## config.mk

```make
export PLATFORM = sky130hd
export DESIGN_NAME = lsu_flat
export DESIGN_NICKNAME = d
export VERILOG_FILES = /design/src/logic/lsu_pkg.sv /design/src/logic/axi_lite_if.sv /design/src/logic/lsu.sv /design/src/flat_wrapper.sv
export SDC_FILE = /design/constraint.sdc
export NUM_CORES = 1
export LEC_CHECK = 0
export BUFFER_PORTS_ARGS = -buffer_cell sky130_fd_sc_hd__buf_2
export CAP_MARGIN = 20
export CORE_MARGIN = 1
export CORE_UTILIZATION = 40
export CTS_BUF_LIST = sky130_fd_sc_hd__clkbuf_2
export DETAILED_ROUTE_END_ITERATION = 6
export HOLD_SLACK_MARGIN = 0.03
export PLACE_DENSITY_LB_ADDON = 0.15
export SLEW_MARGIN = 20
export SYNTH_ARGS = -nofsm -noshare
export SYNTH_HDL_FRONTEND = slang
export SYNTH_SLANG_ARGS = --single-unit
```

## constraint.sdc

```tcl
create_clock -name clk -period 8.19 [get_ports clk]
set_input_delay 0.4095 -clock clk [delete_from_list [all_inputs] [get_ports clk]]
set_output_delay 0.4095 -clock clk [all_outputs]
set_load 0.005 [all_outputs]
```

## src/logic/lsu_pkg.sv

```systemverilog
`default_nettype none

package lsu_pkg;

    localparam int addr_w = 32;
    localparam int data_w = 32;
    localparam int strb_w = data_w / 8;

    localparam logic [addr_w-1:0] uart_addr = 32'ha00003f8; // serial tx register

    // sram is indexed by addr[9:2], upper bits alias
    localparam int sram_words = 256;

    // same encoding as the core's mem mask field
    typedef enum logic [1:0] {
        size_none = 2'b00,
        size_byte = 2'b01,
        size_half = 2'b10,
        size_word = 2'b11
    } size_t;

    localparam logic [1:0] resp_okay = 2'b00;

    typedef enum logic {
        dev_sram = 1'b0,
        dev_uart = 1'b1
    } dev_sel_t;

endpackage

`default_nettype wire
```

## src/logic/axi_lite_if.sv

```systemverilog
`timescale 1ns/1ps
`default_nettype none

interface axi_lite_if;

    logic [lsu_pkg::addr_w-1:0] araddr;
    logic                       arvalid;
    logic                       arready;

    logic [lsu_pkg::data_w-1:0] rdata;
    logic [1:0]                 rresp;
    logic                       rvalid;
    logic                       rready;

    logic [lsu_pkg::addr_w-1:0] awaddr;
    logic                       awvalid;
    logic                       awready;

    logic [lsu_pkg::data_w-1:0] wdata;
    logic [lsu_pkg::strb_w-1:0] wstrb;
    logic                       wvalid;
    logic                       wready;

    logic [1:0]                 bresp;
    logic                       bvalid;
    logic                       bready;

    modport master (
        output araddr, arvalid, rready, awaddr, awvalid, wdata, wstrb, wvalid, bready,
        input  arready, rdata, rresp, rvalid, awready, wready, bresp, bvalid
    );

    modport slave (
        input  araddr, arvalid, rready, awaddr, awvalid, wdata, wstrb, wvalid, bready,
        output arready, rdata, rresp, rvalid, awready, wready, bresp, bvalid
    );

endinterface

`default_nettype wire

```

## src/logic/lsu.sv

```systemverilog
`timescale 1ns/1ps
`default_nettype none

module lsu (
    input  logic                clk,
    input  logic                reset,
    input  logic                start,
    input  logic                wen,
    input  logic                ren,
    input  logic                sign,
    input  lsu_pkg::size_t      size,
    input  logic [31:0]         addr,
    input  logic [31:0]         wdata,
    output logic [31:0]         rdata,
    output logic                done,
    axi_lite_if.master          bus
);

    typedef enum logic [2:0] {
        st_idle,
        st_ar,
        st_r,
        st_aw,
        st_w,
        st_b
    } state_t;

    state_t state;

    logic                        access;
    logic                        req_sign;
    lsu_pkg::size_t              req_size;
    logic [31:0]                 req_addr;
    logic [31:0]                 req_wdata;
    logic [31:0]                 rword;
    logic [31:0]                 rshift;
    logic [1:0]                  off;
    logic [lsu_pkg::strb_w-1:0]  strb;

    // size_none behaves like no access at all
    assign access = (ren | wen) && (size != lsu_pkg::size_none);
    assign off    = req_addr[1:0];

    always_ff @(posedge clk) begin
        if (start && state == st_idle) begin
            req_sign  <= sign;
            req_size  <= size;
            req_addr  <= addr;
            req_wdata <= wdata;
        end
        if (state == st_r && bus.rvalid && bus.rready)
            rword <= bus.rdata;
    end

    always_comb begin
        case (req_size)
            lsu_pkg::size_byte: strb = 4'b0001 << off;
            lsu_pkg::size_half: strb = off[1] ? 4'b1100 : 4'b0011;
            lsu_pkg::size_word: strb = 4'b1111;
            default:            strb = 4'b0000;
        endcase
    end

    // both addresses held for the whole access, xbar decodes from either
    assign bus.araddr = req_addr;
    assign bus.awaddr = req_addr;
    assign bus.wdata  = req_wdata << {off, 3'b000};
    assign bus.wstrb  = strb;

    always_ff @(posedge clk) begin
        if (reset) begin
            state       <= st_idle;
            bus.arvalid <= 1'b0;
            bus.rready  <= 1'b0;
            bus.awvalid <= 1'b0;
            bus.wvalid  <= 1'b0;
            bus.bready  <= 1'b0;
            done        <= 1'b0;
        end else begin
            done <= 1'b0;
            case (state)
                st_idle: begin
                    if (start) begin
                        if (!access) begin
                            done <= 1'b1;
                        end else if (ren) begin
                            bus.arvalid <= 1'b1;
                            state       <= st_ar;
                        end else begin
                            bus.awvalid <= 1'b1;
                            state       <= st_aw;
                        end
                    end
                end
                st_ar: begin
                    if (bus.arready) begin
                        bus.arvalid <= 1'b0;
                        state       <= st_r;
                    end
                end
                st_r: begin
                    if (bus.rvalid && !bus.rready) bus.rready <= 1'b1; // one cycle late
                    if (bus.rvalid && bus.rready) begin
                        bus.rready <= 1'b0;
                        done       <= 1'b1;
                        state      <= st_idle;
                    end
                end
                st_aw: begin
                    if (bus.awready) begin
                        bus.awvalid <= 1'b0;
                        bus.wvalid  <= 1'b1; // W only after AW
                        state       <= st_w;
                    end
                end
                st_w: begin
                    if (bus.wready) begin
                        bus.wvalid <= 1'b0;
                        state      <= st_b;
                    end
                end
                st_b: begin
                    if (bus.bvalid && !bus.bready) bus.bready <= 1'b1;
                    if (bus.bvalid && bus.bready) begin
                        bus.bready <= 1'b0;
                        done       <= 1'b1;
                        state      <= st_idle;
                    end
                end
                default: state <= st_idle;
            endcase
        end
    end

    assign rshift = rword >> {off, 3'b000};

    always_comb begin
        case (req_size)
            lsu_pkg::size_byte: rdata = {{24{rshift[7] & req_sign}}, rshift[7:0]};
            lsu_pkg::size_half: rdata = {{16{rshift[15] & req_sign}}, rshift[15:0]};
            lsu_pkg::size_word: rdata = rshift;
            default:            rdata = 32'h0;
        endcase
    end

    a_half_aligned: assert property (@(posedge clk) disable iff (reset)
        start && (ren || wen) && size == lsu_pkg::size_half |-> !addr[0]);

    a_word_aligned: assert property (@(posedge clk) disable iff (reset)
        start && (ren || wen) && size == lsu_pkg::size_word |-> addr[1:0] == 2'b00);

    a_one_dir: assert property (@(posedge clk) disable iff (reset) start |-> !(wen && ren));

    a_done_pulse: assert property (@(posedge clk) disable iff (reset) done |=> !done);

endmodule

`default_nettype wire

```

## src/flat_wrapper.sv

```systemverilog
// flat-port wrapper written by rule: the top's interface ports become plain ports
module lsu_flat 
  (clk, reset, start, wen, ren, sign, size, addr, wdata, rdata, done, bus_araddr, bus_arvalid, bus_rready, bus_awaddr, bus_awvalid, bus_wdata, bus_wstrb, bus_wvalid, bus_bready, bus_arready, bus_rdata, bus_rresp, bus_rvalid, bus_awready, bus_wready, bus_bresp, bus_bvalid);
  axi_lite_if bus_i ();
  input  logic clk;
  input  logic reset;
  input  logic start;
  input  logic wen;
  input  logic ren;
  input  logic sign;
  input  lsu_pkg::size_t size;
  input  logic [31:0] addr;
  input  logic [31:0] wdata;
  output logic [31:0] rdata;
  output logic done;
  output wire logic [$bits(bus_i.araddr)-1:0] bus_araddr;
  output wire logic [$bits(bus_i.arvalid)-1:0] bus_arvalid;
  output wire logic [$bits(bus_i.rready)-1:0] bus_rready;
  output wire logic [$bits(bus_i.awaddr)-1:0] bus_awaddr;
  output wire logic [$bits(bus_i.awvalid)-1:0] bus_awvalid;
  output wire logic [$bits(bus_i.wdata)-1:0] bus_wdata;
  output wire logic [$bits(bus_i.wstrb)-1:0] bus_wstrb;
  output wire logic [$bits(bus_i.wvalid)-1:0] bus_wvalid;
  output wire logic [$bits(bus_i.bready)-1:0] bus_bready;
  input wire logic [$bits(bus_i.arready)-1:0] bus_arready;
  input wire logic [$bits(bus_i.rdata)-1:0] bus_rdata;
  input wire logic [$bits(bus_i.rresp)-1:0] bus_rresp;
  input wire logic [$bits(bus_i.rvalid)-1:0] bus_rvalid;
  input wire logic [$bits(bus_i.awready)-1:0] bus_awready;
  input wire logic [$bits(bus_i.wready)-1:0] bus_wready;
  input wire logic [$bits(bus_i.bresp)-1:0] bus_bresp;
  input wire logic [$bits(bus_i.bvalid)-1:0] bus_bvalid;
  assign bus_araddr = bus_i.araddr;
  assign bus_arvalid = bus_i.arvalid;
  assign bus_rready = bus_i.rready;
  assign bus_awaddr = bus_i.awaddr;
  assign bus_awvalid = bus_i.awvalid;
  assign bus_wdata = bus_i.wdata;
  assign bus_wstrb = bus_i.wstrb;
  assign bus_wvalid = bus_i.wvalid;
  assign bus_bready = bus_i.bready;
  assign bus_i.arready = bus_arready;
  assign bus_i.rdata = bus_rdata;
  assign bus_i.rresp = bus_rresp;
  assign bus_i.rvalid = bus_rvalid;
  assign bus_i.awready = bus_awready;
  assign bus_i.wready = bus_wready;
  assign bus_i.bresp = bus_bresp;
  assign bus_i.bvalid = bus_bvalid;
  lsu u_core (.clk(clk), .reset(reset), .start(start), .wen(wen), .ren(ren), .sign(sign), .size(size), .addr(addr), .wdata(wdata), .rdata(rdata), .done(done), .bus(bus_i));
endmodule
```

Yosys cells after proc, flatten, opt, wreduce, memory -nomap -nowiden. Cells that the tools add are included.

Equality and inequality tests: 17. Shifts and indexed selects: 3. Muxes and demuxes: 34. Bitwise operators: 3. Reductions and logical operators: 23.

Operator list (number): 32-bit one-hot mux with 3 select lines (1); 32-bit by 5-bit << shifter with 32-bit output (1); 32-bit by 5-bit >> shifter with 32-bit output (1); 3-bit 2-to-1 mux (7); 1-bit 2-to-1 mux (18); 3-bit one-hot mux with 6 select lines (1); 2-bit != test (second input constant) (7); 4-bit one-hot mux with 3 select lines (1); 2-bit nonzero test (6); 5-bit AND reduction (2); 1-bit logical AND (8); 7-bit AND reduction (1); 3-bit by 2-bit equality test with 1-bit output (second input constant) (2); 3-bit equality test (second input constant) (2); 1-bit one-hot mux with 2 select lines (3); 2-bit equality test (second input constant) (2); 4-bit 2-to-1 mux (1); 2-bit by 1-bit != test with 1-bit output (second input constant) (2); 2-bit AND reduction (2); 1-bit by 2-bit << shifter with 4-bit output (first input constant) (1); 3-bit by 1-bit equality test with 1-bit output (second input constant) (1); 3-bit zero test (1); 1-bit one-hot mux with 3 select lines (1); 3-bit AND reduction (1); 5 further kinds (7).

Flip-flop bits (word level): 108. Input port bits: 113. Output and inout port bits: 138. Word-level logic and storage cells: 92.

Logic depth before layout (Yosys ltp).
Word-level depth: 5. Mapped depth: 7. Mapped depth without buffers: 4.

Least setup slack after synthesis. No wires, ideal clock.

Path kind: flip-flop to flip-flop. Start point: register u_core.state[1]. End point: register u_core.done. Arrival time: 2.678 ns. Required time: 8.099 ns. Setup slack: 5.421 ns. Cell stages (with the launch flop): 6. Path buffers: 1. Period minus slack after synthesis: 2.769 ns. Cells stage by stage: dfxtp_1 buf_2 nor3_1 and2_1 nand2b_1 a311oi_1.

Word-level cells in the longest chain between the ends: 2. Elaborated cells between the ends (all ways): 4. Those cells by class: eq/ne: 2; mux: 1; reduce/logical: 1.

Ends and longest elaborated chain: start: declaration (line lsu.sv:28) `state_t state;`; start signal: assignment (line lsu.sv:72) `state <= st_idle;`; start signal: assignment (line lsu.sv:88) `state <= st_ar;`; start signal: assignment (line lsu.sv:91) `state <= st_aw;`; 3-bit equality test (tied with other cells) (line lsu.sv:81) `case (state)`; 1-bit one-hot mux with 3 select lines (*) (line lsu.sv:81); end signal: assignment (line lsu.sv:78) `done <= 1'b0;`; end signal: assignment (line lsu.sv:80) `done <= 1'b0;`; end signal: assignment (line lsu.sv:85) `done <= 1'b1;`; end: declaration (line lsu.sv:15) `output logic done,`.

Every way passes the cells marked *; elsewhere a longest branch is shown, timed or not. A chain may end at the register's enable or synchronous reset.

Final worst setup path.
Start point: register u_core.req_addr[1], in the netlist u_core.bus.araddr[1]. End point: output rdata[19].

Word-level cells in the longest chain between the ends: 3. Elaborated cells between the ends (all ways): 4. Those cells by class: shift: 1; mux: 1; bitwise: 2.

Ends and longest elaborated chain: start: declaration (line lsu.sv:33) `logic [31:0] req_addr;`; start signal: assignment (line lsu.sv:48) `req_addr <= addr;`; 32-bit by 5-bit >> shifter with 32-bit output (*) (line lsu.sv:135) `assign rshift = rword >> {off, 3'b000};`; 1-bit bitwise AND, on equally long branches (line lsu.sv:140, lsu.sv:139); 32-bit one-hot mux with 3 select lines (*) (line lsu.sv:138) `case (req_size)`; end: declaration (line flat_wrapper.sv:14) `output logic [31:0] rdata;`.

Marked as above.

==> impl_metrics.csv <==
group,metric,value,unit
status,run_status,"completed",
final_layout,antenna-diode-count,0,
global_routing,grt_pass1_wl,20610,um
power_and_ir_drop,power.density,214.6,mW/mm2
worst_setup_path,cp.required,7.78,ns
final_layout,area_delta_synth_final,45.68,%
worst_setup_path,ff2ff_setup_slack,6.03,ns
logic_synthesis,ys_ff_latch,108,
drt,vias,4171,
worst_setup_path,path_class,"reg -> out",
timing,final.setup.tns,0,ns
worst_hold_path,hp-class,"in -> reg",
clock_tree,clk_pin_slew_worst_paths,0.30,ns
worst_hold_path,worstHoldEndpoint,"u_core.bus.rready$_SDFFE_PP0P_",
clock_tree,cts_root_buf,"clkbuf_2",
timing,finalCritPeriodShare,42.75,%
timing,rsz0062_at_grt,"no",
die,die_x,113.2,um
clock_tree,post_cts_buffers,0,
power_and_ir_drop,fin_total_pwr,0.001545,W
power_and_ir_drop,ir_drop,0.0001852,V
timing,skew,0.02106,ns
placement,portBuffers,246,
timing,slew_violations,0,
logic_synthesis,avgSynthCellArea,12.61,um2
global_routing,grt_pass1_vias,4152,
global_routing,grt_antenna_before_repair,0,
logic_synthesis,synth_edf_count,99,
worst_setup_path,max_stage_delay,0.75,ns
logic_synthesis,syn_inst,392,
timing,min_period,3.502,ns
timing,tightest_slew,0.8674,ns
drt,drt-total-wl,13450,um
worst_setup_path,rr_startpoint,"u_core.state[2]$_SDFFE_PP0P_",
worst_setup_path,worst_path_max_delay_cell,"edfxtp_1",
timing,whs,0.09738,ns
die,io_pins,251,
drt,first_pass_iters,4,
drt,viasPerCell,4.867,
final_layout,final_common_cell,"buf_2",
die,num_rows,40,
global_routing,grt_start_max_net_pins,69,
clock_tree,h-tree-depth,3,
worst_setup_path,crit_fanout,48,
clock_tree,clockBufferDepth,2,
drt,routedWlPerCell,15.69,um
logic_synthesis,yosysUniqueCellTypes,44,
timing,slew_headroom,42.17,%
timing,max_freq,0.2856,GHz
worst_setup_path,cp.arrival,3.09,ns
placement,dp_slack,5.414,ns
worst_setup_path,worstRegToRegCells,5,
logic_synthesis,yosys.area.top_type_share,60.14,%
clock_tree,cts_made_buffers,9,
power_and_ir_drop,p_leak,3.166,nW
timing,hold_viol_final,0,
global_routing,grt_overflow,0,
worst_hold_path,holdPathStages,4,
job,maxCapViolations,0,
final_layout,drive_above_1_share,38.59,%
logic_synthesis,seq_area_frac_synth,63.78,%
placement,place.gp.congestion,0.8363,
logic_synthesis,synthArstFlopShare,0,%
logic_synthesis,ys_warn_count,0,
die,core_region_area,0.01201,mm2
die,start_util,41.16,%
worst_setup_path,r2r_end,"u_core.done$_SDFF_PP0_",
worst_hold_path,hold_start,"bus_rvalid",
final_layout,final_nets,818,
worst_setup_path,endpoint_kind,"output port",
logic_synthesis,synth_nets,505,
drt,drc_errors,0,
clock_tree,clock_latency,0.62,ns
placement,dp_hpwl,8891,um
global_routing,grt_usage,21.15,%
logic_synthesis,synth_top_flop_cell,"edfxtp_1",
die,die_h,113.2,um
drt,initialDrtViolationCount,221,
clock_tree,cts_sinks,108,
timing,fin_ws,4.688,ns
final_layout,final_cell_mix,"buf_2, dlygate4sd3_1, edfxtp_1",
timing,setup_viol,0,
die,dieArea,0.01281,mm2
worst_setup_path,critPathLaunchType,"flip-flop",
logic_synthesis,netlist_area,0.004943,mm2
drt,antenna_left,0,
clock_tree,cts_tree,"done",
logic_synthesis,ys_top_cells_by_area,"edfxtp_1, mux2i_1, buf_4",
final_layout,fillers,1021,
worst_setup_path,path_cells,"buf_4 -> nor2b_1 -> o2bb2ai_1 -> a41oi_4 -> o21ai_0 -> buf_2",
logic_synthesis,yosysTopAreaCell,"edfxtp_1",
where the power goes:
group	switching [W]	total (W)	internal, W
registers	0.0000581	0.000773	0.000714
logic	0.000289	0.000536	0.000247
clock network	0.000190	0.000237	0.0000465
total	0.000537	0.00155	0.00101
synthesized netlist by cell type, drive strengths merged, types with 2 or more instances:
cell	instances
nor3	2
nand2b	2
buf	43
nand4	2
a211oi	23
xor2	2
clkbuf	11
a311oi	2
and3	2
nand2	30
o21ai	29
dfxtp	9
edfxtp	99
nand3	3
a21oi	22
inv	7
and2	9
mux2i	32
nor2	27
nor2b	17
how the worst max path moves through the flow:
stage / startpoint / end / slack [ns] / cells past startpoint
final: u_core.bus.araddr[1]$_DFFE_PP_ / rdata[19] / 4.69 / 6
after global routing: u_core.bus.araddr[1]$_DFFE_PP_ / rdata[19] / 4.32 / 6
after CTS: u_core.bus.araddr[1]$_DFFE_PP_ / rdata[19] / 4.62 / 6
after detailed placement: u_core.bus.araddr[1]$_DFFE_PP_ / rdata[19] / 5.41 / 6
after global placement: u_core.bus.araddr[1]$_DFFE_PP_ / rdata[22] / 5.49 / 6
after floorplan: u_core.state[1]$_SDFFE_PP0P_ / u_core.done$_SDFF_PP0_ / 5.42 / 5
area by class of cell:
| type | count | area (um2) | area share [%] |
|---|---|---|---|
| Clock buffer | 9 | 45.04 | 0.6254 |
| Clock inverter | 7 | 58.81 | 0.8165 |
| Inverter | 7 | 26.28 | 0.3648 |
| Multi-Input combinational cell | 223 | 1418 | 19.68 |
| Sequential cell | 108 | 3153 | 43.78 |
| Tap cell | 147 | 183.9 | 2.554 |
| Timing Repair Buffer | 356 | 2317 | 32.18 |
kinds of logic after synthesis:
group                     after synthesis  share of synthesized area [%]
buffers and inverters                  61                          7.568
muxes                                  34                          7.163
xor gates and xnor gates                2                         0.3544
DFF                                   108                          63.78
and+or+nand+nor                       102                          10.20
AOI/OAI and AO/OA                      85                          10.93
state kept, by name, summed over array words and instances (netlist names), 2 cells and up:
register and cells:
u_core.req_wdata 32, u_core.req_size 2, u_core.bus.araddr 32, u_core.state 3, u_core.rword 32
worst max-delay path: cells and delay by family, from the launching register on:
family | cells | cell delay, ns
flip-flops | 1 | 0.75
AO/OA/AOI/OAI | 3 | 0.75
buffers and inverters | 2 | 0.69
AND/OR/NAND/NOR | 1 | 0.26
per-layer routing:
metal	GRT usage [%]	vias to the layer above	wire length, um
li1	-	2036	-
met1	24.78	1958	5410
met2	37.42	167	7003
met3	6.749	10	890
met4	5.439	0	142
met5	0	-	0
through the flow:
step	cell area [um2]	util (%)	cells
final	7202	59.96	857
after global routing	7202	59.96	857
after CTS	7202	59.96	857
after detailed placement	6057	50.43	737
after global placement	6057	50.43	737
after floorplan	4943	-	392
repair_timing:
item | 4_1_cts | 5_1_grt
hold buffers | 104 | 0
hold endpoints to repair | 107 | 0
gates resized for setup | 0 | 0
Note: power is estimated with default switching activity, not from simulation.
