<file path="config.mk">
export PLATFORM = sky130hd
export DESIGN_NAME = axi_xbar_flat
export DESIGN_NICKNAME = d
export VERILOG_FILES = /design/src/logic/lsu_pkg.sv /design/src/logic/axi_lite_if.sv /design/src/logic/axi_xbar.sv /design/src/flat_wrapper.sv
export SDC_FILE = /design/constraint.sdc
export NUM_CORES = 1
export LEC_CHECK = 0
export BUFFER_PORTS_ARGS = -buffer_cell sky130_fd_sc_hd__buf_4
export CORE_AREA = 2 2 171 173
export DETAILED_ROUTE_END_ITERATION = 6
export DIE_AREA = 0 0 173 175
export PLACE_DENSITY_LB_ADDON = 0.3
export SLEW_MARGIN = 30
export SYNTH_ARGS = -nofsm -noshare
export SYNTH_HDL_FRONTEND = slang
export SYNTH_SLANG_ARGS = --single-unit
</file>
<file path="constraint.sdc">
create_clock -name vclk -period 2.9
set_input_delay 0.58 -clock vclk [all_inputs]
set_output_delay 0.58 -clock vclk [all_outputs]
set_load 0.005 [all_outputs]
</file>
<file path="src/logic/lsu_pkg.sv">
`default_nettype none

package lsu_pkg;

    localparam int addr_w = 32;
    localparam int data_w = 32;
    localparam int strb_w = data_w / 8;

    localparam logic [addr_w-1:0] uart_addr = 32'ha00003f8; // serial tx register

    // sram is indexed by addr[9:2], upper bits alias
    localparam int sram_words = 256;

    // same encoding as the core's mem mask field
    typedef enum logic [1:0] {
        size_none = 2'b00,
        size_byte = 2'b01,
        size_half = 2'b10,
        size_word = 2'b11
    } size_t;

    localparam logic [1:0] resp_okay = 2'b00;

    typedef enum logic {
        dev_sram = 1'b0,
        dev_uart = 1'b1
    } dev_sel_t;

endpackage

`default_nettype wire
</file>
<file path="src/logic/axi_lite_if.sv">
`timescale 1ns/1ps
`default_nettype none

interface axi_lite_if;

    logic [lsu_pkg::addr_w-1:0] araddr;
    logic                       arvalid;
    logic                       arready;

    logic [lsu_pkg::data_w-1:0] rdata;
    logic [1:0]                 rresp;
    logic                       rvalid;
    logic                       rready;

    logic [lsu_pkg::addr_w-1:0] awaddr;
    logic                       awvalid;
    logic                       awready;

    logic [lsu_pkg::data_w-1:0] wdata;
    logic [lsu_pkg::strb_w-1:0] wstrb;
    logic                       wvalid;
    logic                       wready;

    logic [1:0]                 bresp;
    logic                       bvalid;
    logic                       bready;

    modport master (
        output araddr, arvalid, rready, awaddr, awvalid, wdata, wstrb, wvalid, bready,
        input  arready, rdata, rresp, rvalid, awready, wready, bresp, bvalid
    );

    modport slave (
        input  araddr, arvalid, rready, awaddr, awvalid, wdata, wstrb, wvalid, bready,
        output arready, rdata, rresp, rvalid, awready, wready, bresp, bvalid
    );

endinterface

`default_nettype wire

</file>
<file path="src/logic/axi_xbar.sv">
`timescale 1ns/1ps
`default_nettype none

module axi_xbar (
    axi_lite_if.slave  m,
    axi_lite_if.master s_sram,
    axi_lite_if.master s_uart
);

    lsu_pkg::dev_sel_t          sel;
    logic [lsu_pkg::addr_w-1:0] dec_addr;
    logic                       to_sram;
    logic                       to_uart;

    always_comb begin
        dec_addr = m.arvalid ? m.araddr : m.awaddr;
        sel      = (dec_addr == lsu_pkg::uart_addr) ? lsu_pkg::dev_uart : lsu_pkg::dev_sram;
    end

    assign to_sram = (sel == lsu_pkg::dev_sram);
    assign to_uart = (sel == lsu_pkg::dev_uart);

    // payloads go to both devices
    assign s_sram.araddr = m.araddr;
    assign s_sram.awaddr = m.awaddr;
    assign s_sram.wdata  = m.wdata;
    assign s_sram.wstrb  = m.wstrb;
    assign s_uart.araddr = m.araddr;
    assign s_uart.awaddr = m.awaddr;
    assign s_uart.wdata  = m.wdata;
    assign s_uart.wstrb  = m.wstrb;

    assign s_sram.arvalid = m.arvalid & to_sram;
    assign s_sram.awvalid = m.awvalid & to_sram;
    assign s_sram.wvalid  = m.wvalid  & to_sram;
    assign s_sram.rready  = m.rready  & to_sram;
    assign s_sram.bready  = m.bready  & to_sram;
    assign s_uart.arvalid = m.arvalid & to_uart;
    assign s_uart.awvalid = m.awvalid & to_uart;
    assign s_uart.wvalid  = m.wvalid  & to_uart;
    assign s_uart.rready  = m.rready  & to_uart;
    assign s_uart.bready  = m.bready  & to_uart;

    assign m.arready = to_uart ? s_uart.arready : s_sram.arready;
    assign m.rdata   = to_uart ? s_uart.rdata   : s_sram.rdata;
    assign m.rresp   = to_uart ? s_uart.rresp   : s_sram.rresp;
    assign m.rvalid  = to_uart ? s_uart.rvalid  : s_sram.rvalid;
    assign m.awready = to_uart ? s_uart.awready : s_sram.awready;
    assign m.wready  = to_uart ? s_uart.wready  : s_sram.wready;
    assign m.bresp   = to_uart ? s_uart.bresp   : s_sram.bresp;
    assign m.bvalid  = to_uart ? s_uart.bvalid  : s_sram.bvalid;

    // a device valid only where its own channel address selects that device
    always_comb begin
        assert (s_uart.arvalid !== 1'b1 || m.araddr == lsu_pkg::uart_addr);
        assert ((s_uart.awvalid | s_uart.wvalid) !== 1'b1 || m.awaddr == lsu_pkg::uart_addr);
        assert (s_sram.arvalid !== 1'b1 || m.araddr != lsu_pkg::uart_addr);
        assert ((s_sram.awvalid | s_sram.wvalid) !== 1'b1 || m.awaddr != lsu_pkg::uart_addr);
    end

endmodule

`default_nettype wire

</file>
<file path="src/flat_wrapper.sv">
// flat-port wrapper written by rule: the top's interface ports become plain ports
module axi_xbar_flat 
  (m_araddr, m_arvalid, m_rready, m_awaddr, m_awvalid, m_wdata, m_wstrb, m_wvalid, m_bready, m_arready, m_rdata, m_rresp, m_rvalid, m_awready, m_wready, m_bresp, m_bvalid, s_sram_araddr, s_sram_arvalid, s_sram_rready, s_sram_awaddr, s_sram_awvalid, s_sram_wdata, s_sram_wstrb, s_sram_wvalid, s_sram_bready, s_sram_arready, s_sram_rdata, s_sram_rresp, s_sram_rvalid, s_sram_awready, s_sram_wready, s_sram_bresp, s_sram_bvalid, s_uart_araddr, s_uart_arvalid, s_uart_rready, s_uart_awaddr, s_uart_awvalid, s_uart_wdata, s_uart_wstrb, s_uart_wvalid, s_uart_bready, s_uart_arready, s_uart_rdata, s_uart_rresp, s_uart_rvalid, s_uart_awready, s_uart_wready, s_uart_bresp, s_uart_bvalid);
  axi_lite_if m_i ();
  axi_lite_if s_sram_i ();
  axi_lite_if s_uart_i ();
  input wire logic [$bits(m_i.araddr)-1:0] m_araddr;
  input wire logic [$bits(m_i.arvalid)-1:0] m_arvalid;
  input wire logic [$bits(m_i.rready)-1:0] m_rready;
  input wire logic [$bits(m_i.awaddr)-1:0] m_awaddr;
  input wire logic [$bits(m_i.awvalid)-1:0] m_awvalid;
  input wire logic [$bits(m_i.wdata)-1:0] m_wdata;
  input wire logic [$bits(m_i.wstrb)-1:0] m_wstrb;
  input wire logic [$bits(m_i.wvalid)-1:0] m_wvalid;
  input wire logic [$bits(m_i.bready)-1:0] m_bready;
  output wire logic [$bits(m_i.arready)-1:0] m_arready;
  output wire logic [$bits(m_i.rdata)-1:0] m_rdata;
  output wire logic [$bits(m_i.rresp)-1:0] m_rresp;
  output wire logic [$bits(m_i.rvalid)-1:0] m_rvalid;
  output wire logic [$bits(m_i.awready)-1:0] m_awready;
  output wire logic [$bits(m_i.wready)-1:0] m_wready;
  output wire logic [$bits(m_i.bresp)-1:0] m_bresp;
  output wire logic [$bits(m_i.bvalid)-1:0] m_bvalid;
  output wire logic [$bits(s_sram_i.araddr)-1:0] s_sram_araddr;
  output wire logic [$bits(s_sram_i.arvalid)-1:0] s_sram_arvalid;
  output wire logic [$bits(s_sram_i.rready)-1:0] s_sram_rready;
  output wire logic [$bits(s_sram_i.awaddr)-1:0] s_sram_awaddr;
  output wire logic [$bits(s_sram_i.awvalid)-1:0] s_sram_awvalid;
  output wire logic [$bits(s_sram_i.wdata)-1:0] s_sram_wdata;
  output wire logic [$bits(s_sram_i.wstrb)-1:0] s_sram_wstrb;
  output wire logic [$bits(s_sram_i.wvalid)-1:0] s_sram_wvalid;
  output wire logic [$bits(s_sram_i.bready)-1:0] s_sram_bready;
  input wire logic [$bits(s_sram_i.arready)-1:0] s_sram_arready;
  input wire logic [$bits(s_sram_i.rdata)-1:0] s_sram_rdata;
  input wire logic [$bits(s_sram_i.rresp)-1:0] s_sram_rresp;
  input wire logic [$bits(s_sram_i.rvalid)-1:0] s_sram_rvalid;
  input wire logic [$bits(s_sram_i.awready)-1:0] s_sram_awready;
  input wire logic [$bits(s_sram_i.wready)-1:0] s_sram_wready;
  input wire logic [$bits(s_sram_i.bresp)-1:0] s_sram_bresp;
  input wire logic [$bits(s_sram_i.bvalid)-1:0] s_sram_bvalid;
  output wire logic [$bits(s_uart_i.araddr)-1:0] s_uart_araddr;
  output wire logic [$bits(s_uart_i.arvalid)-1:0] s_uart_arvalid;
  output wire logic [$bits(s_uart_i.rready)-1:0] s_uart_rready;
  output wire logic [$bits(s_uart_i.awaddr)-1:0] s_uart_awaddr;
  output wire logic [$bits(s_uart_i.awvalid)-1:0] s_uart_awvalid;
  output wire logic [$bits(s_uart_i.wdata)-1:0] s_uart_wdata;
  output wire logic [$bits(s_uart_i.wstrb)-1:0] s_uart_wstrb;
  output wire logic [$bits(s_uart_i.wvalid)-1:0] s_uart_wvalid;
  output wire logic [$bits(s_uart_i.bready)-1:0] s_uart_bready;
  input wire logic [$bits(s_uart_i.arready)-1:0] s_uart_arready;
  input wire logic [$bits(s_uart_i.rdata)-1:0] s_uart_rdata;
  input wire logic [$bits(s_uart_i.rresp)-1:0] s_uart_rresp;
  input wire logic [$bits(s_uart_i.rvalid)-1:0] s_uart_rvalid;
  input wire logic [$bits(s_uart_i.awready)-1:0] s_uart_awready;
  input wire logic [$bits(s_uart_i.wready)-1:0] s_uart_wready;
  input wire logic [$bits(s_uart_i.bresp)-1:0] s_uart_bresp;
  input wire logic [$bits(s_uart_i.bvalid)-1:0] s_uart_bvalid;
  assign m_i.araddr = m_araddr;
  assign m_i.arvalid = m_arvalid;
  assign m_i.rready = m_rready;
  assign m_i.awaddr = m_awaddr;
  assign m_i.awvalid = m_awvalid;
  assign m_i.wdata = m_wdata;
  assign m_i.wstrb = m_wstrb;
  assign m_i.wvalid = m_wvalid;
  assign m_i.bready = m_bready;
  assign m_arready = m_i.arready;
  assign m_rdata = m_i.rdata;
  assign m_rresp = m_i.rresp;
  assign m_rvalid = m_i.rvalid;
  assign m_awready = m_i.awready;
  assign m_wready = m_i.wready;
  assign m_bresp = m_i.bresp;
  assign m_bvalid = m_i.bvalid;
  assign s_sram_araddr = s_sram_i.araddr;
  assign s_sram_arvalid = s_sram_i.arvalid;
  assign s_sram_rready = s_sram_i.rready;
  assign s_sram_awaddr = s_sram_i.awaddr;
  assign s_sram_awvalid = s_sram_i.awvalid;
  assign s_sram_wdata = s_sram_i.wdata;
  assign s_sram_wstrb = s_sram_i.wstrb;
  assign s_sram_wvalid = s_sram_i.wvalid;
  assign s_sram_bready = s_sram_i.bready;
  assign s_sram_i.arready = s_sram_arready;
  assign s_sram_i.rdata = s_sram_rdata;
  assign s_sram_i.rresp = s_sram_rresp;
  assign s_sram_i.rvalid = s_sram_rvalid;
  assign s_sram_i.awready = s_sram_awready;
  assign s_sram_i.wready = s_sram_wready;
  assign s_sram_i.bresp = s_sram_bresp;
  assign s_sram_i.bvalid = s_sram_bvalid;
  assign s_uart_araddr = s_uart_i.araddr;
  assign s_uart_arvalid = s_uart_i.arvalid;
  assign s_uart_rready = s_uart_i.rready;
  assign s_uart_awaddr = s_uart_i.awaddr;
  assign s_uart_awvalid = s_uart_i.awvalid;
  assign s_uart_wdata = s_uart_i.wdata;
  assign s_uart_wstrb = s_uart_i.wstrb;
  assign s_uart_wvalid = s_uart_i.wvalid;
  assign s_uart_bready = s_uart_i.bready;
  assign s_uart_i.arready = s_uart_arready;
  assign s_uart_i.rdata = s_uart_rdata;
  assign s_uart_i.rresp = s_uart_rresp;
  assign s_uart_i.rvalid = s_uart_rvalid;
  assign s_uart_i.awready = s_uart_awready;
  assign s_uart_i.wready = s_uart_wready;
  assign s_uart_i.bresp = s_uart_bresp;
  assign s_uart_i.bvalid = s_uart_bvalid;
  axi_xbar u_core (.m(m_i), .s_sram(s_sram_i), .s_uart(s_uart_i));
endmodule
</file>
Word level (Yosys, flattened, before mapping)
Index checks and enable logic that the tools add are counted.
{"block": "totals", "latch_bits": 0, "ram_bits": 0, "reg_bits": 0, "wordCells": 22, "output_inout_bits": 251, "mem_count": 0, "input_bits": 187, "romBits": 0}
{"block": "classes", "n_eq_ne": 1, "n_lt_le_gt_ge": 0, "n_mux": 10, "n_addsub": 0, "n_bitwise": 11, "n_reduce_logical": 0, "n_mul": 0, "n_shift": 0, "div": 0}
{"operator": "two-way mux 32 bit", "n": 2}
{"operator": "equality test 32 bit (second input constant)", "n": 1}
{"operator": "bitwise AND 1 bit", "n": 10}
{"operator": "two-way mux 1 bit", "n": 6}
{"operator": "two-way mux 2 bit", "n": 2}
{"operator": "inverter 1 bit", "n": 1}

Logic depth before layout (Yosys ltp)
Gate-level depths: netlist (run 1).
{"block": "logic_depth", "word_depth": 5, "mapped_depth": 6}

Least setup slack after synthesis (run 1)
Ideal clock, no wire load.
{"block": "synth_timing", "kind": "input -> output", "startpoint": "input port m_awaddr[11]", "endpoint": "output port m_arready", "stages": 5, "path_buffers": 1, "setup_slack_ns": 0.240, "arrival_ns": 2.080, "cell_sequence": "or4b_1 -> nor3_2 -> a41oi_4 -> buf_6 -> mux2_4"}
{"block": "synth_via", "elab_chain_len": 4}
{"item": "start, declared", "line": "flat_wrapper.sv:10", "source": "input wire logic [$bits(m_i.awaddr)-1:0] m_awaddr;"}
{"item": "two-way mux 32 bit", "line": "axi_xbar.sv:16", "source": "dec_addr = m.arvalid ? m.araddr : m.awaddr;"}
{"item": "equality test 32 bit", "line": "axi_xbar.sv:17", "source": "sel = (dec_addr == lsu_pkg::uart_addr) ? lsu_pkg::dev_uart : lsu_pkg::dev_sram;"}
{"item": "two-way mux 1 bit", "line": "axi_xbar.sv:17"}
{"item": "two-way mux 1 bit", "line": "axi_xbar.sv:44", "source": "assign m.arready = to_uart ? s_uart.arready : s_sram.arready;"}
{"item": "end, declared", "line": "flat_wrapper.sv:16", "source": "output wire logic [$bits(m_i.arready)-1:0] m_arready;"}
No other way between the ends.

Final worst setup path (run 1)
{"block": "layout_timing", "startpoint": "input port m_awaddr[11]", "endpoint": "output port m_bvalid"}
{"block": "layout_via", "elab_chain_len": 4}
{"item": "two-way mux 32 bit", "line": "axi_xbar.sv:16"}
{"item": "equality test 32 bit", "line": "axi_xbar.sv:17"}
{"item": "two-way mux 1 bit", "line": "axi_xbar.sv:17"}
{"item": "two-way mux 1 bit", "line": "axi_xbar.sv:51", "source": "assign m.bvalid = to_uart ? s_uart.bvalid : s_sram.bvalid;"}
{"item": "end, declared", "line": "flat_wrapper.sv:23", "source": "output wire logic [$bits(m_i.bvalid)-1:0] m_bvalid;"}
No other way between the ends.

==> results of run 1 <==
==> final timing paths <==
check	start	end	slack, ns	cells after the start
hold / removal	m_wdata[22]	s_sram_wdata[22]	1.16	0
setup / recovery	m_awaddr[11]	m_bvalid	-0.19	10
==> routing by layer <==
metal	up-vias	global-route usage [%]	routed length [µm]
li1	1079	-	-
met1	993	7.704	4408
met2	178	10.65	5649
met3	9	2.111	1145
met4	0	0.3178	25
met5	-	0	0
==> layout make-up <==
class	instances	area (µm²)
timing repair buffer	377	3162
fill	3249	23770
multi-input combinational	77	982.2
tap	384	480.5
==> stage by stage <==
stage          util, %  cell area [µm²]
5_1_grt          16.29             4624
3_5_place_dp     14.49             4115
4_1_cts          15.59             4427
2_1_floorplan        -             2414
6_report         16.29             4624
3_3_place_gp     14.49             4115
==> cell usage after synthesis (all sizes together) <==
library cell    n
buf           204
nand2           2
a41oi           2
nor2b           4
nor4b           1
nand3b          1
mux2           41
and3            1
or3             1
nor4            7
nor3            2
nand4           2
and2            5
nor4bb          3
or4             2
nor2            1
or4b            1
and4            1
==> power breakdown <==
group          internal, W  switching [W]  leakage (nW)
sequential               0              0             0
combinational     0.000369       0.000158          2.43
clock                    0              0             0
==> cells by family (layout without fill, tap and decap cells) <==
| kind of cell | count (synthesis) | count (layout) |
|---|---|---|
| simple gates | 34 | 34 |
| mux | 41 | 41 |
| compound gates | 2 | 2 |
| buf+inv | 204 | 377 |
==> what timing repair did <==
action,4_1_cts,5_1_grt
pin swaps,1,7
gates cloned,3,3
endpoints found under the setup margin,51,50
buffers inserted,2,2
resized for setup,51,20
==> impl_metrics.ini, run 1 <==
[logic_synthesis]
seq_area_frac_synth_pct = 0
synth_mux_area_share_pct = 24.57
yosysTopAreaCell = buf_4
synth_area_leaders = buf_4, mux2_4, mux2_2
synth_warnings = 0
synthXorXnorAreaFrac_pct = 0
syn_inst = 281
synthAdderAreaFrac_pct = 0
syn_avg_cell_area_um2 = 8.589
synth_area_um2 = 2414
synth_nets = 468
netlist.area_leader.share_pct = 62.21
synth_top_family_by_area = buffers and inverters
synth_compound_area_share_pct = 1.503
synthSimpleGateAreaFrac_pct = 9.850
yosysUniqueCellTypes = 23

[setup_path]
required_ns = 2.32
startpoint_type = input port
cp_num_buf_inv = 6
critical_path.max_fanout = 6
cp-end-kind = output port
crit_chain = buf_6 > or4b_4 > nor3_4 > buf_6 > a41oi_4 > buf_12 > buf_12 > buf_16 > mux2_4 > buf_6
cpMostUsedCell = buf_6
critPathKind = in -> out
path_delay_family = buffers and inverters
max_stage_delay_ns = 0.56
slowest_stage = or4b_4
cp.arrival_ns = 2.51

[timing]
slew_headroom_pct = 47.89
hold_viol_final = 0
fin_tns_setup_ns = -5.799
fin_crit_ns = 3.094
fin_hold_ws_ns = 1.160
setup_viol = 47
rsz0062_at_grt = yes
fmaxAchievable_ghz = 0.3232
fin_crit_sh_pct = 106.7
worstMarginPinSlew_ns = 0.7715
worst_slack_ns = -0.1941
slew_violations = 0

[placed_design]
dpl.hpwl_um = 9323
post-place-ws_ns = -0.5020
post-place-cells = 828
gp_congestion = 0.7737
io_buffers = 330

[routing]
wl_um = 11230
drt_drc_violations_left = 0
vias = 2259
drt-initial-drc-count = 24
wl_per_cell_um = 13.40
drt-vias-per-instance = 2.696
firstDrtPassIters = 4
ant_nets = 0

[outcome]
violations = setup timing
status = finished with violations

[finish]
instances_no_fill = 838
area_growth_pct = 91.60
final_common_cell = buf_4
regArea_um2 = 0
final_cell_mix = buf_4, buf_6, mux2_4
final_nets = 643
seq_cells = 0
antenna_cells = 0
drive_gt1_share_pct = 96.26
n_clock_buffer = 0

[die]
die_y_um = 175
ios = 438
die_w_um = 173
start_util_pct = 8.501
num_rows = 62
coreArea_um2 = 28390
dieArea_um2 = 30280

[global_route]
antenna_found_initial = 0
grt-ovfl-total = 0
grt_max_degree = 24
grt_pass1_wl_um = 14460
first_global_vias = 2216
grt.total_usage_pct = 6.147

[power_and_ir_drop]
max-vdd-ir-drop_mv = 0.03005
p_per_area_nw_per_um2 = 113.9
p_leak_nw = 2.435
finalPower_w = 0.0005267

[clocking]
hold_buffers = 0

[flow_run]
maxCapViolations = 0

[worst_hold_path]
hp-class = in -> out
No activity file was read; power rests on OpenSTA's default activity.
==> run 2: changes to the inputs <==
--- a/config.mk
+++ b/config.mk
@@ -6,9 +6,11 @@
 export NUM_CORES = 1
 export LEC_CHECK = 0
 export BUFFER_PORTS_ARGS = -buffer_cell sky130_fd_sc_hd__buf_4
-export CORE_AREA = 2 2 171 173
+export CELL_PAD_IN_SITES_DETAIL_PLACEMENT = 0
+export CELL_PAD_IN_SITES_GLOBAL_PLACEMENT = 2
+export CORE_AREA = 2 2 170 172
 export DETAILED_ROUTE_END_ITERATION = 6
-export DIE_AREA = 0 0 173 175
+export DIE_AREA = 0 0 172 174
 export PLACE_DENSITY_LB_ADDON = 0.3
 export SLEW_MARGIN = 30
 export SYNTH_ARGS = -nofsm -noshare
==> impl_metrics.ini, run 2 (same netlist as run 1, synthesis figures left out) <==
[global_route]
grt-ovfl-total = 0
grt_pass1_wl_um = 13040
grt_max_degree = 12
antenna_found_initial = 0
grt.total_usage_pct = 5.548
first_global_vias = 2419

[placed_design]
dpl_cell_area_um2 = 4373
io_buffers = 330
dpl.hpwl_um = 9257
post-place-ws_ns = -0.4164
gp_congestion = 0.7426
post-place-cells = 859

[flow_run]
maxCapViolations = 0

[setup_path]
cpMostUsedCell = buf_4
critPathKind = in -> out
required_ns = 2.32
cp.arrival_ns = 2.41
critical_path.max_fanout = 11
max_stage_delay_ns = 0.57
slowest_stage = or4_1
crit_chain = buf_4 > or4_1 > nor2_4 > buf_6 > a41oi_4 > buf_12 > buf_4 > mux2_4 > buf_4
cp-end-kind = output port
startpoint_type = input port

[die]
die_w_um = 172
coreArea_um2 = 28240
die_y_um = 174
ios = 438
num_rows = 62
dieArea_um2 = 29930
start_util_pct = 8.548

[finish]
final_cell_mix = buf_4, mux2_4, buf_6
final_common_cell = buf_4
instances_no_fill = 860
final_cell_area_um2 = 4608
antenna_cells = 0
n_clock_buffer = 0
drive_gt1_share_pct = 95.59
final_nets = 665
seq_cells = 0
regArea_um2 = 0
area_growth_pct = 90.93

[routing]
wl_um = 9984
firstDrtPassIters = 2
drt-initial-drc-count = 16
drt-vias-per-instance = 2.727
wl_per_cell_um = 11.61
vias = 2345
ant_nets = 0
drt_drc_violations_left = 0

[timing]
slew_headroom_pct = 67.23
setup_viol = 40
hold_viol_final = 0
fin_crit_sh_pct = 103.1
slew_violations = 0
worstMarginPinSlew_ns = 0.4851
rsz0062_at_grt = yes
fin_crit_ns = 2.990
worst_slack_ns = -0.08997
fmaxAchievable_ghz = 0.3345

[clocking]
hold_buffers = 0

[power_and_ir_drop]
max-vdd-ir-drop_mv = 0.03695
p_per_area_nw_per_um2 = 115.5
p_leak_nw = 2.441

[worst_hold_path]
hp-class = in -> out

[outcome]
violations = setup timing
status = finished with violations
## run 2: cell types whose count changed in the layout (fill, tap and decap cells not counted), moves of 2 or more
cell,change
buf_6,-11
buf_16,-3
nor4bb_1,+2
or4_1,+2
buf_4,+39
clkbuf_16,-3
or4_4,-2
## run 2: through the flow
stage | total power (W) | TNS [ns] | hold WS (ns) | utilization [%]
CTS | 0.0005339 | -4.786 | 1.160 | 16.13
floorplan | 0.0002816 | 0 | 1.241 | -
finish | 0.0005320 | -2.776 | 1.160 | 16.32
global placement | 0.0005141 | -17.45 | 1.160 | 15.49
global route | 0.0005705 | -9.716 | 1.160 | 16.32
detailed placement | 0.0005101 | -17.68 | 1.160 | 15.49
## run 2: final timing paths
kind,startpoint,endpoint,slack (ns),depth (start not counted)
worst max-delay path,m_awaddr[21],m_rdata[4],-0.09,9
worst min-delay path,m_wdata[12],s_sram_wdata[12],1.16,0
## run 2: where the power goes
| part | total (W) | internal, W | switching [W] |
|---|---|---|---|
| clock | 0 | 0 | 0 |
| combinational | 0.000532 | 0.000377 | 0.000155 |
| sequential | 0 | 0 | 0 |
| total | 0.000532 | 0.000377 | 0.000155 |
## run 2: layout make-up
type	instances	area (µm²)
fill	3223	23630
timing repair buffer	399	3173
multi-input combinational	77	954.7
tap	384	480.5
## run 2: repair_timing
item                       4_1_cts  5_1_grt
resized for setup               38       13
buffers inserted                 1        0
pin swaps                        3        0
setup endpoints to repair       50       46
## run 2: per-layer routing
layer  GRT usage, %  up-vias  part of all wire (%)
met5              0        -                     0
met4         0.2451        0                  0.28
met3          1.321        7                    13
met2          12.18      204                    56
met1          5.187     1014                    31
li1               -     1120                     -
## run 2: worst max-delay path: cells and delay by family
kind | cells | cell delay [ns]
AO/OA/AOI/OAI | 1 | 0.12
multiplexers | 1 | 0.29
buffers and inverters | 5 | 0.70
AND/OR/NAND/NOR | 2 | 0.72
==> run 3: changes to the inputs <==
--- a/config.mk
+++ b/config.mk
@@ -12,6 +12,7 @@
 export DETAILED_ROUTE_END_ITERATION = 6
 export DIE_AREA = 0 0 172 174
 export PLACE_DENSITY_LB_ADDON = 0.3
+export REMOVE_ABC_BUFFERS = 1
 export SLEW_MARGIN = 30
 export SYNTH_ARGS = -nofsm -noshare
 export SYNTH_HDL_FRONTEND = slang
==> impl_metrics.ini, run 3 (same netlist as run 1, synthesis figures left out) <==
[finish]
antenna_cells = 0
final_cell_area_um2 = 4491
area_growth_pct = 86.06
post-route-util_pct = 15.90
seq_cells = 0
instances_no_fill = 832
n_clock_buffer = 0
drive_gt1_share_pct = 95.54
final_common_cell = buf_4
final_nets = 637
regArea_um2 = 0
final_cell_mix = buf_4, buf_6, mux2_4

[routing]
wl_met2_um = 7711
drt_drc_violations_left = 0
drt-initial-drc-count = 47
dr_wl_met3_um = 3340
drt-vias-per-instance = 3.132
firstDrtPassIters = 4
wl_per_cell_um = 20.73
wl_met1_um = 5984
ant_nets = 0
wl_um = 17250
vias = 2606
topRoutingLayerUsed = met5

[timing]
setup_viol = 41
slew_headroom_pct = 81.02
worstMarginPinSlew_ns = 0.2847
rsz0062_at_grt = yes
slew_violations = 0
fmaxAchievable_ghz = 0.3353
fin_crit_ns = 2.983
hold_viol_final = 0
fin_crit_sh_pct = 102.9
fin_tns_setup_ns = -2.346
worst_slack_ns = -0.08279

[die]
die_y_um = 174
start_util_pct = 8.548
num_rows = 62
die_w_um = 172
ios = 438
dieArea_um2 = 29930
coreArea_um2 = 28240

[global_route]
grt_pass1_wl_um = 21380
antenna_found_initial = 0
grt-ovfl-total = 0
first_global_vias = 2636
grt_max_degree = 14
grt.total_usage_pct = 10.31

[flow_run]
maxCapViolations = 0

[setup_path]
critical_path.max_fanout = 7
cp.arrival_ns = 2.40
cp-end-kind = output port
required_ns = 2.32
critPathKind = in -> out
max_stage_delay_ns = 0.53
cp-endpoint = m_bresp[1]
startpoint = m_awaddr[17]
crit_chain = buf_4 > or4_4 > nor2_2 > buf_6 > a41oi_4 > buf_12 > buf_16 > mux2_4 > buf_6
slowest_stage = or4_4
cpMostUsedCell = buf_6
startpoint_type = input port

[worst_hold_path]
hp-class = in -> out

[power_and_ir_drop]
finalPower_w = 0.0005408
power_frac_comb_pct = 100.0
p_int_w = 0.0003590
clockPowerShare_pct = 0
p_sw_share_pct = 33.61
p_leak_nw = 2.333
p_switching_w = 0.0001818
p_per_area_nw_per_um2 = 120.4
max-vdd-ir-drop_mv = 0.05208
sequentialPowerShare_pct = 0

[placed_design]
gp_congestion = 0.8181
dpl_cell_area_um2 = 4078
post-place-cells = 823
io_buffers = 330
dpl.hpwl_um = 15480

[outcome]
violations = setup timing
status = finished with violations
[run 3: through the flow]
stage	hold WS (ns)	setup WS, ns
final	1.160	-0.08279
after global routing	1.160	-0.1542
after CTS	1.160	-0.1383
after detailed placement	1.160	-0.1465
after global placement	1.160	-0.1266
after floorplan	1.160	-0.2961
[run 3: how the worst min path moves through the flow]
| stage | cells after the start | to | from |
|---|---|---|---|
| final | 0 | s_uart_wdata[2] | m_wdata[2] |
| after global routing | 0 | s_uart_wdata[2] | m_wdata[2] |
| after CTS | 0 | s_uart_wdata[2] | m_wdata[2] |
| after detailed placement | 0 | s_uart_wdata[2] | m_wdata[2] |
| after global placement | 0 | s_uart_wdata[2] | m_wdata[2] |
| after floorplan | 0 | s_sram_araddr[0] | m_araddr[0] |
[run 3: metal layers]
metal  vias up  global-route usage (%)
li1       1068                       -
met1      1192                   10.59
met2       334                   16.53
met3         8                   8.538
met4         4                 0.07003
met5         -                   6.522
[run 3: critical path, delay by kind of cell]
family	cells	cell delay (ns)
AND/OR/NAND/NOR	2	0.67
buffers and inverters	5	0.71
AO/OA/AOI/OAI	1	0.12
multiplexers	1	0.31
[run 3: layout make-up]
class	instances	area, µm²
fillers	3255	23750
well taps	384	480.5
repair buffers	371	3038
multi-input cells	77	972.2
[run 3: timing repair]
item	4_1_cts	5_1_grt
setup buffers	5	1
setup endpoints to repair	41	49
hold buffers	0	0
gates cloned	2	1
pin swaps	7	6
resized for setup	36	28
hold endpoints to repair	0	0
[run 3: power groups by stage]
stage	Sequential (W)	Combinational (W)	Clock, W
floorplan	0	0.0000581	0
global placement	0	0.000517	0
detailed placement	0	0.000515	0
CTS	0	0.000536	0
global route	0	0.000571	0
finish	0	0.000541	0
